==> config.mk <==
export PLATFORM = sky130hd
export DESIGN_NAME = fifo_sync_top
export DESIGN_NICKNAME = d
export VERILOG_FILES = /design/src/logic/fifo_pkg.sv /design/src/logic/ram_2p_bank.sv /design/src/logic/ram_2p_asym.sv /design/src/logic/fifo_sync_asym.sv /design/src/logic/fifo_sync_top.sv
export SDC_FILE = /design/constraint.sdc
export NUM_CORES = 1
export LEC_CHECK = 0
export CAP_MARGIN = 20
export CORE_ASPECT_RATIO = 1.25
export CORE_UTILIZATION = 57
export CTS_CLUSTER_SIZE = 14
export DETAILED_ROUTE_END_ITERATION = 8
export DONT_BUFFER_PORTS = 1
export PLACE_DENSITY_LB_ADDON = 0.05
export SETUP_SLACK_MARGIN = 0.05
export SLEW_MARGIN = 15
export SYNTH_ARGS = -nofsm -noshare
export SYNTH_HDL_FRONTEND = slang
export SYNTH_HIERARCHICAL = 1
export SYNTH_SLANG_ARGS = --single-unit
==> constraint.sdc <==
create_clock -name clk_i -period 2.38 [get_ports clk_i]
set_input_delay 0.357 -clock clk_i [delete_from_list [all_inputs] [get_ports clk_i]]
set_output_delay 0.357 -clock clk_i [all_outputs]
set_load 0.1 [all_outputs]
==> src/logic/fifo_pkg.sv <==
package fifo_pkg;

   // write side word and read side byte
   localparam int FIFO_W_DATA_W = 32;
   localparam int FIFO_R_DATA_W = 8;

   // byte address, 64 bytes of storage
   localparam int FIFO_ADDR_W = 6;

   // one bank per byte lane
   localparam int FIFO_LANES = FIFO_W_DATA_W / FIFO_R_DATA_W;

   // word address inside a bank
   localparam int FIFO_LANE_ADDR_W = FIFO_ADDR_W - $clog2(FIFO_LANES);

   // level counts bytes and must reach the full depth
   localparam int FIFO_LEVEL_W = FIFO_ADDR_W + 1;

   // write request to one bank
   typedef struct packed {
      logic                        en;
      logic [FIFO_LANE_ADDR_W-1:0] addr;
      logic [FIFO_R_DATA_W-1:0]    data;
   } lane_wr_t;

   // read request to one bank, data comes back a cycle later
   typedef struct packed {
      logic                        en;
      logic [FIFO_LANE_ADDR_W-1:0] addr;
   } lane_rd_t;

endpackage

==> src/logic/ram_2p_bank.sv <==
`timescale 1ns/1ns

module ram_2p_bank #(
   parameter int DATA_W = 8,
   parameter int ADDR_W = 4
) (
   input  logic                clk_i,
   input  fifo_pkg::lane_wr_t  wr_i,
   input  fifo_pkg::lane_rd_t  rd_i,
   output logic [DATA_W-1:0]   rd_data_o
);

   localparam int DEPTH = 2 ** ADDR_W;

   // storage of one byte lane
   logic [DATA_W-1:0] mem [DEPTH];

   // write port
   always_ff @(posedge clk_i) begin
      if (wr_i.en) begin
         mem[wr_i.addr] <= wr_i.data;
      end
   end

   // registered read, output holds between reads
   always_ff @(posedge clk_i) begin
      if (rd_i.en) begin
         rd_data_o <= mem[rd_i.addr];
      end
   end

   // the controller never reads a word while it writes the same word,
   // so read-during-write ordering does not matter here

endmodule

==> src/logic/ram_2p_asym.sv <==
`timescale 1ns/1ns

module ram_2p_asym (
   input  logic                                                   clk_i,

   // wide write side
   input  logic                                                   w_en_i,
   input  logic [fifo_pkg::FIFO_LANE_ADDR_W-1:0]                  w_addr_i,
   input  logic [fifo_pkg::FIFO_W_DATA_W-1:0]                     w_data_i,

   // narrow read side
   input  logic                                                   r_en_i,
   input  logic [fifo_pkg::FIFO_ADDR_W-1:0]                       r_addr_i,
   output logic [fifo_pkg::FIFO_R_DATA_W-1:0]                     r_data_o,

   // byte lane banks
   output fifo_pkg::lane_wr_t [fifo_pkg::FIFO_LANES-1:0]          lane_wr_o,
   output fifo_pkg::lane_rd_t [fifo_pkg::FIFO_LANES-1:0]          lane_rd_o,
   input  logic [fifo_pkg::FIFO_LANES-1:0][fifo_pkg::FIFO_R_DATA_W-1:0] lane_data_i
);

   localparam int LANES   = fifo_pkg::FIFO_LANES;
   localparam int BYTE_W  = fifo_pkg::FIFO_R_DATA_W;
   localparam int ADDR_W  = fifo_pkg::FIFO_ADDR_W;
   localparam int SEL_W   = $clog2(LANES);

   // lane of the byte in flight
   logic [SEL_W-1:0] r_sel_q;

   genvar k;
   generate
      for (k = 0; k < LANES; k++) begin : g_lane
         // word write goes to every lane, byte k to lane k
         assign lane_wr_o[k].en   = w_en_i;
         assign lane_wr_o[k].addr = w_addr_i;
         assign lane_wr_o[k].data = w_data_i[k*BYTE_W +: BYTE_W];

         // all lanes read the same word
         assign lane_rd_o[k].en   = r_en_i;
         assign lane_rd_o[k].addr = r_addr_i[ADDR_W-1:SEL_W];
      end
   endgenerate

   // remember which byte was asked for until the bank answers
   always_ff @(posedge clk_i) begin
      if (r_en_i) begin
         r_sel_q <= r_addr_i[SEL_W-1:0];
      end
   end

   // banks and r_sel_q both hold between reads, so the byte holds too
   assign r_data_o = lane_data_i[r_sel_q];

   // a word is never read in the cycle it is written
   a_no_collide: assert property (
      @(posedge clk_i)
      (w_en_i && r_en_i) |-> (w_addr_i != r_addr_i[ADDR_W-1:SEL_W])
   ) else $error("read and write hit the same word");

endmodule

==> src/logic/fifo_sync_asym.sv <==
`timescale 1ns/1ns

module fifo_sync_asym (
   input  logic                                  clk_i,
   input  logic                                  rst_n_i,
   input  logic                                  clk_en_i,
   input  logic                                  flush_i,

   // write side
   input  logic                                  w_en_i,
   input  logic [fifo_pkg::FIFO_W_DATA_W-1:0]    w_data_i,
   output logic                                  w_full_o,

   // read side
   input  logic                                  r_en_i,
   output logic [fifo_pkg::FIFO_R_DATA_W-1:0]    r_data_o,
   output logic                                  r_empty_o,

   // stored bytes
   output logic [fifo_pkg::FIFO_LEVEL_W-1:0]     level_o,

   // memory side
   output logic                                  mem_w_en_o,
   output logic [fifo_pkg::FIFO_LANE_ADDR_W-1:0] mem_w_addr_o,
   output logic [fifo_pkg::FIFO_W_DATA_W-1:0]    mem_w_data_o,
   output logic                                  mem_r_en_o,
   output logic [fifo_pkg::FIFO_ADDR_W-1:0]      mem_r_addr_o,
   input  logic [fifo_pkg::FIFO_R_DATA_W-1:0]    mem_r_data_i
);

   localparam int LEVEL_W = fifo_pkg::FIFO_LEVEL_W;
   localparam int SEL_W   = $clog2(fifo_pkg::FIFO_LANES);

   // sizes in bytes
   localparam logic [LEVEL_W-1:0] FIFO_SIZE   = LEVEL_W'(1 << fifo_pkg::FIFO_ADDR_W);
   localparam logic [LEVEL_W-1:0] W_INCR      = LEVEL_W'(fifo_pkg::FIFO_LANES);
   localparam logic [LEVEL_W-1:0] R_INCR      = LEVEL_W'(1);
   localparam logic [LEVEL_W-1:0] FULL_THRESH = FIFO_SIZE - W_INCR;

   // write pointer counts words, read pointer counts bytes
   logic [fifo_pkg::FIFO_LANE_ADDR_W-1:0] w_ptr_q;
   logic [fifo_pkg::FIFO_ADDR_W-1:0]      r_ptr_q;

   logic [LEVEL_W-1:0] level_q;
   logic [LEVEL_W-1:0] level_nxt;
   logic               empty_q;
   logic               full_q;

   // accepted operations
   logic w_acc;
   logic r_acc;

   // flush wins over both strobes; clk_en_i gates the banks as well
   assign w_acc = clk_en_i & w_en_i & ~full_q & ~flush_i;
   assign r_acc = clk_en_i & r_en_i & ~empty_q & ~flush_i;

   always_comb begin
      level_nxt = level_q;
      if (flush_i) begin
         level_nxt = '0;
      end else begin
         if (w_acc) begin
            level_nxt = level_nxt + W_INCR;
         end
         if (r_acc) begin
            level_nxt = level_nxt - R_INCR;
         end
      end
   end

   // pointers wrap naturally
   always_ff @(posedge clk_i or negedge rst_n_i) begin
      if (!rst_n_i) begin
         w_ptr_q <= '0;
         r_ptr_q <= '0;
      end else if (clk_en_i) begin
         if (flush_i) begin
            w_ptr_q <= '0;
            r_ptr_q <= '0;
         end else begin
            if (w_acc) begin
               w_ptr_q <= w_ptr_q + 1'b1;
            end
            if (r_acc) begin
               r_ptr_q <= r_ptr_q + 1'b1;
            end
         end
      end
   end

   // level and flags, all from the same next level
   always_ff @(posedge clk_i or negedge rst_n_i) begin
      if (!rst_n_i) begin
         level_q <= '0;
         empty_q <= 1'b1;
         full_q  <= 1'b0;
      end else if (clk_en_i) begin
         level_q <= level_nxt;
         empty_q <= (level_nxt == '0);
         // full once a whole word no longer fits
         full_q  <= (level_nxt > FULL_THRESH);
      end
   end

   assign mem_w_en_o   = w_acc;
   assign mem_w_addr_o = w_ptr_q;
   assign mem_w_data_o = w_data_i;
   assign mem_r_en_o   = r_acc;
   assign mem_r_addr_o = r_ptr_q;

   // byte arrives one cycle after the read
   assign r_data_o  = mem_r_data_i;
   assign level_o   = level_q;
   assign w_full_o  = full_q;
   assign r_empty_o = empty_q;

   a_level_max: assert property (
      @(posedge clk_i) disable iff (!rst_n_i)
      level_q <= FIFO_SIZE
   ) else $error("level above FIFO size");

   // stored bytes match the distance between the pointers
   a_ptr_level: assert property (
      @(posedge clk_i) disable iff (!rst_n_i)
      level_q[fifo_pkg::FIFO_ADDR_W-1:0] == ({w_ptr_q, {SEL_W{1'b0}}} - r_ptr_q)
   ) else $error("level does not match the pointer distance");

endmodule

==> src/logic/fifo_sync_top.sv <==
`timescale 1ns/1ns

module fifo_sync_top (
   input  logic                               clk_i,
   input  logic                               rst_n_i,
   input  logic                               clk_en_i,
   input  logic                               flush_i,
   input  logic                               w_en_i,
   input  logic [fifo_pkg::FIFO_W_DATA_W-1:0] w_data_i,
   output logic                               w_full_o,
   input  logic                               r_en_i,
   output logic [fifo_pkg::FIFO_R_DATA_W-1:0] r_data_o,
   output logic                               r_empty_o,
   output logic [fifo_pkg::FIFO_LEVEL_W-1:0]  level_o
);

   logic                                  mem_w_en;
   logic [fifo_pkg::FIFO_LANE_ADDR_W-1:0] mem_w_addr;
   logic [fifo_pkg::FIFO_W_DATA_W-1:0]    mem_w_data;
   logic                                  mem_r_en;
   logic [fifo_pkg::FIFO_ADDR_W-1:0]      mem_r_addr;
   logic [fifo_pkg::FIFO_R_DATA_W-1:0]    mem_r_data;

   fifo_pkg::lane_wr_t [fifo_pkg::FIFO_LANES-1:0]                 lane_wr;
   fifo_pkg::lane_rd_t [fifo_pkg::FIFO_LANES-1:0]                 lane_rd;
   logic [fifo_pkg::FIFO_LANES-1:0][fifo_pkg::FIFO_R_DATA_W-1:0] lane_data;

   fifo_sync_asym u_ctrl (
      .clk_i        (clk_i),
      .rst_n_i      (rst_n_i),
      .clk_en_i     (clk_en_i),
      .flush_i      (flush_i),
      .w_en_i       (w_en_i),
      .w_data_i     (w_data_i),
      .w_full_o     (w_full_o),
      .r_en_i       (r_en_i),
      .r_data_o     (r_data_o),
      .r_empty_o    (r_empty_o),
      .level_o      (level_o),
      .mem_w_en_o   (mem_w_en),
      .mem_w_addr_o (mem_w_addr),
      .mem_w_data_o (mem_w_data),
      .mem_r_en_o   (mem_r_en),
      .mem_r_addr_o (mem_r_addr),
      .mem_r_data_i (mem_r_data)
   );

   ram_2p_asym u_adapt (
      .clk_i       (clk_i),
      .w_en_i      (mem_w_en),
      .w_addr_i    (mem_w_addr),
      .w_data_i    (mem_w_data),
      .r_en_i      (mem_r_en),
      .r_addr_i    (mem_r_addr),
      .r_data_o    (mem_r_data),
      .lane_wr_o   (lane_wr),
      .lane_rd_o   (lane_rd),
      .lane_data_i (lane_data)
   );

   // one bank per byte lane
   for (genvar g = 0; g < fifo_pkg::FIFO_LANES; g++) begin : g_bank
      ram_2p_bank #(
         .DATA_W (fifo_pkg::FIFO_R_DATA_W),
         .ADDR_W (fifo_pkg::FIFO_LANE_ADDR_W)
      ) u_bank (
         .clk_i     (clk_i),
         .wr_i      (lane_wr[g]),
         .rd_i      (lane_rd[g]),
         .rd_data_o (lane_data[g])
      );
   end

endmodule

Yosys cells after proc, flatten, opt, wreduce, memory -nomap -nowiden
Memories as Yosys holds them, arrays and structs flattened. A register that Yosys moved wholly into a read port is not among the register bits.
Cells that the tools add are included.
- $add $sub $neg: 4
- order comparisons: 2
- mux-type cells: 12
- bitwise gates (word level): 9
- reductions and logical operators: 5
- operators with widths (kind ; count):
    $mux W7 ; 4
    $bmux W8 S2 ; 1
    $mux W6 ; 2
    $mux W4 ; 2
    $mux W8 ; 1
    $add A7 B3 Y7 const B ; 1
    $gt A7 B6 Y1 const B ; 1
    $logic_not A7 Y1 ; 1
    $sub A7 B1 Y7 const B ; 1
    $add A6 B1 Y6 const B ; 1
    $and A1 B1 Y1 ; 6
    $add A4 B1 Y4 const B ; 1
    $reduce_and A2 Y1 ; 2
    $reduce_bool A2 Y1 ; 2
    $lt A2 B3 Y1 const B ; 1
    $not A1 Y1 ; 3
    $mux W1 ; 2
- bits in registers: 21
- memory bits (writable): 512
- input port bits: 38
- output and inout bits: 17
- word-level logic and storage cells: 42
- memories kept: 4
- memories (memory ; depth ; width ; rd ports ; clocked after memory_dff ; wr ports ; line ; text):
    g_bank[0].u_bank.mem ; 16 ; 8 ; 1 ; 1 ; 1 ; ram_2p_bank.sv:16 ; logic [DATA_W-1:0] mem [DEPTH];
    g_bank[1].u_bank.mem ; 16 ; 8 ; 1 ; 1 ; 1 ; ram_2p_bank.sv:16 ;
    g_bank[2].u_bank.mem ; 16 ; 8 ; 1 ; 1 ; 1 ; ram_2p_bank.sv:16 ;
    g_bank[3].u_bank.mem ; 16 ; 8 ; 1 ; 1 ; 1 ; ram_2p_bank.sv:16 ;

Longest topological paths before layout
- depth after elaboration: 9
- gate-level depth with buffers: 8
- depth with buffers taken out: 7

Hierarchy
Netlist, hierarchy kept.
- modules (own cells, without submodules) (module ; times used ; cells an instance ; area each (um^2) ; seq. area each (um^2)):
    ram_2p_bank ; 4 ; 229 ; 5227.5 ; 4083.9
    fifo_sync_asym ; 1 ; 173 ; 1590.3 ; 476.7
    ram_2p_asym ; 1 ; 84 ; 797.0 ; 60.1

Least setup slack after synthesis
OpenSTA, ideal clock, no wires.
- kind: reg2reg
- start: reg u_ctrl.full_q, in the netlist u_ctrl/w_full_o
- end: mem g_bank[0].u_bank.mem[0][0], enable pin
- setup time: 0.383 ns
- data arrival time: 2.544 ns
- data required time: 1.997 ns
- slack: -0.547 ns
- stages on the path, launching flop included: 6
- path buffers: 1
- clock period less this slack: 2.927 ns
- cells stage by stage: dfrtp_1 -> nand4bb_4 -> inv_2 -> buf_4 -> or3b_2 -> nor3_1
- word-level cells in the longest chain between the ends: 5
- RTL lines (item ; line ; text):
    from (decl) ; fifo_sync_asym.sv:47 ; logic full_q;
    from (signal assigned) ; fifo_sync_asym.sv:101 ; full_q <= (level_nxt > FULL_THRESH);
    $not A1 Y1 ; fifo_sync_asym.sv:54 ; assign w_acc = clk_en_i & w_en_i & ~full_q & ~flush_i;
    $and A1 B1 Y1 (2 in series) ; fifo_sync_asym.sv:54 ;
    via mem_w_en ; fifo_sync_top.sv:17 ; logic mem_w_en;
    $mux W1 ; ram_2p_bank.sv:20 ; if (wr_i.en) begin
    $mux W1 (implied by the code) ; ram_2p_bank.sv:21 ; mem[wr_i.addr] <= wr_i.data;
    to (decl) ; ram_2p_bank.sv:16 ;
The timed path passes the listed nets, and every way through them passes these cells.

Worst setup path in the final report
- start: reg u_adapt.r_sel_q[0]
- end: out r_data_o[1] (netlist bit)
- word-level cells in the longest chain between the ends: 2
- RTL lines (item ; line ; text):
    from (decl) ; ram_2p_asym.sv:28 ; logic [SEL_W-1:0] r_sel_q;
    from (signal assigned) ; ram_2p_asym.sv:47 ; r_sel_q <= r_addr_i[SEL_W-1:0];
    $bmux W8 S2 ; ram_2p_asym.sv:52 ; assign r_data_o = lane_data_i[r_sel_q];
    $mux W8 (implied by the code) ; ram_2p_asym.sv:52 ;
    to (decl) ; fifo_sync_top.sv:12 ; output logic [fifo_pkg::FIFO_R_DATA_W-1:0] r_data_o,
No other way between the ends. The select of a mux whose other input is x is not followed.

==> impl_metrics.tcl <==
set metrics [dict create \
    status "finished, final reports clean" \
    synth_cell_types 52 \
    crit_required_ns 2.02 \
    hp-class "in -> reg" \
    path_max_fanout 8 \
    ctsRootBufferMaster "clkbuf_16" \
    final_hold_viol_count 0 \
    setup_violations 0 \
    path_cells "buf_6 > mux4_2" \
    htreeDepth 2 \
    yosysSeqAreaShare_pct 72.42 \
    p_comb_share_pct 8.7 \
    path_buf_inv 1 \
    p_sw_share_pct 22.41 \
    layout.nets 1249 \
    grt_pass1_wl_mm 68.99 \
    criticalPathCategory "reg -> out" \
    die_w_um 182.8 \
    ios 55 \
    maxSlewHeadroom_pct 40.17 \
    cts.path.max_buffers 3 \
    post_cts_buffers 0 \
    synth_area_mm2 0.02330 \
    cts.clk_slew.worst_paths_ns 0.06 \
    grt-ovfl-total 0 \
    dr.pass1.iters 5 \
    grt.total_usage_pct 22.77 \
    die_area_mm2 0.04169 \
    synth_cells 1173 \
    end_kind "output pin" \
    grt_max_degree 55 \
    fin_hold_ws_ns 0.01832 \
    vias 10600 \
    ir_drop_uv 682.7 \
    synth_edf_count 546 \
    ys_seq_elements 565 \
    layout_min_cycle_time_ns 2.270 \
    hpwl_mm 28.79 \
    dp_slack_ns 0.1475 \
    cts_tree "built" \
    synth_warnings 6 \
    fin_skew_ns 0.01116 \
    insertion_delay_ns 0.58 \
    slowest_delay_ns 0.80 \
    io_buffer_count 0 \
    fillerInstances 2831 \
    place_congestion 0.8098 \
    antenna_found_initial 0 \
    start_util_pct 57.93 \
    area_delta_synth_final_pct 10.69 \
    rsz0062_at_grt "no" \
    ant_nets 0 \
    syn_avg_cell_area_um2 19.86 \
    worst_pin_slew_ns 0.8945 \
    slew_viol_final 0 \
    p_clk_share_pct 39.0 \
    drive_gt1_share_pct 23.46 \
    max_freq_mhz 440.4 \
    cellLeakagePower_nw 8.277 \
    num_antenna_cells 0 \
    final.setup.worst_slack_ns 0.1096 \
    wire_per_inst_um 25.30 \
    rows 82 \
    critPathSlowestCell "mux4_2" \
    route.detailed.drc 0 \
    critical_path.startpoint_type "register" \
    cap_violations 0 \
    syn_nets 1215 \
    power_density_mw_per_mm2 833.7 \
    yosys_most_used_dff "edfxtp_1" \
    vias_per_cell 5.906 \
    path_delay_family "multiplexers" \
    core-area_mm2 0.04022 \
    setup_tns_ns 0 \
    ys_async_sr_fraction_pct 3.363 \
    cts_buffers 53 \
    die-height_um 228.0 \
    min_period_over_period_pct 95.40 \
    arrival_ns 1.91 \
    drt_wl_total_mm 45.41 \
    p_seq_share_pct 52.3 \
    grt_pass1_vias 10960 \
    switchingPower_w 0.004819 \
    clkSinkCount 565 \
    drtIter0Drc 690 \
    internal_power_w 0.01668 \
]
## worst paths after layout
check | startpoint | cells past startpoint | slack (ns) | end
hold / removal | clk_en_i | 2 | 0.02 | u_ctrl/r_empty_o$_DFFE_PN1P_
max in group asynchronous | rst_n_i | 1 | 1.38 | u_ctrl/w_full_o$_DFFE_PN0P_
min in group asynchronous | rst_n_i | 1 | 0.35 | u_ctrl/level_o[0]$_DFFE_PN0P_
setup / recovery | u_adapt/r_sel_q[0]$_DFFE_PP_ | 2 | 0.11 | r_data_o[1]
setup reg to reg | u_ctrl/w_full_o$_DFFE_PN0P_ | 4 | 0.15 | g_bank[1].u_bank/mem[0][6]$_DFFE_PP_
hold reg to reg | u_ctrl/mem_r_addr_o[0]$_DFFE_PN0P_ | 0 | 0.59 | u_adapt/r_sel_q[0]$_DFFE_PP_
## power groups by stage
stage                     Clock (W)  Combinational [W]  Sequential (W)
final                       0.00839            0.00188          0.0112
after global routing        0.00892            0.00200          0.0112
after CTS                   0.00856            0.00189          0.0112
after detailed placement          0            0.00170          0.0114
after global placement            0            0.00168          0.0114
after floorplan                   0            0.00132          0.0116
## logic make-up after synthesis
logic type | share of synthesized area, %
AO/OA/AOI/OAI | 2.787
XOR/XNOR | 0.6928
adder cells (fa/ha/maj) | 0.2148
multiplexers | 14.33
flip-flops | 72.42
buffers and inverters | 5.462
AND/OR/NAND/NOR | 4.087
## worst reg2reg max path, delay by kind of cell, from the launching register on
kind,cells,cell delay (ns)
buffers and inverters,1,0.26
DFF,1,0.47
and+or+nand+nor,3,1.16
## metal layers
metal	GRT usage, %	vias up	routed length [um]
met3	3.161	74	2125
li1	-	4761	-
met4	6.849	0	1198
met1	32.22	5503	19230
met5	0	-	0
met2	37.33	263	22860
## placed cells by master, fill, tap and decap left out, drive strengths merged, types with 7 or more instances in the layout
| cell type | instances |
|---|---|
| xor2 | 8 |
| nor3 | 19 |
| edfxtp | 546 |
| nand2b | 9 |
| nor2 | 66 |
| a22oi | 65 |
| dfrtp | 18 |
| mux4 | 136 |
| nand3 | 13 |
| dlygate4sd3 | 35 |
| xnor2 | 7 |
| clkbuf | 67 |
| buf | 106 |
| inv | 8 |
| clkinv | 22 |
| nand2 | 42 |
| nand3b | 12 |
## flip-flops by register name, summed over array words and instances, names as in the netlist
register	flops
g_bank.u_bank/mem	512
g_bank.u_bank/rd_data_o	32
u_adapt/r_sel_q	2
u_ctrl/level_o	7
u_ctrl/mem_r_addr_o	6
u_ctrl/mem_w_addr_o	4
u_ctrl/r_empty_o	1
u_ctrl/w_full_o	1
## synth_stat cells (all sizes together) (6+ instances only)
master | number | area, um2
nor2 | 66 | 247.7
mux4 | 136 | 3273
buf | 146 | 1110
o2bb2ai | 6 | 52.55
edfxtp | 546 | 16400
inv | 7 | 26.27
nand2b | 9 | 56.30
nor2b | 6 | 37.54
and2 | 6 | 37.54
nand3b | 12 | 90.09
nor3 | 19 | 95.09
xor2 | 8 | 70.07
nand3 | 13 | 65.06
xnor2 | 7 | 68.82
dfrtp | 18 | 450.4
clkdlybuf4s25 | 12 | 120.1
a22oi | 65 | 488.0
nand2 | 42 | 157.7
## repair_timing
action,4_1_cts,5_1_grt
endpoints found under the setup margin,0,8
hold buffers,35,0
resized for setup,0,1
endpoints found under the hold margin,544,0
## cell type report
class	count	area [um2]	share of cell area [%]
Timing Repair Buffer	141	1225	4.750
Clock buffer	67	1471	5.706
Sequential cell	565	16890	65.49
Multi-Input combinational cell	439	5218	20.23
Clock inverter	30	276.5	1.072
Tap cell	546	683.2	2.649
Inverter	7	26.28	0.1019
## through the flow
step	instance area, um2	instances	total power [W]	util (%)
after floorplan	23370	1173	0.01297	-
after global placement	23690	1663	0.01313	58.89
after detailed placement	23690	1663	0.01315	58.89
after CTS	25780	1795	0.02168	64.11
after global routing	25790	1795	0.02217	64.12
final	25790	1795	0.02150	64.12
No activity file was read; power rests on OpenSTA's default activity.
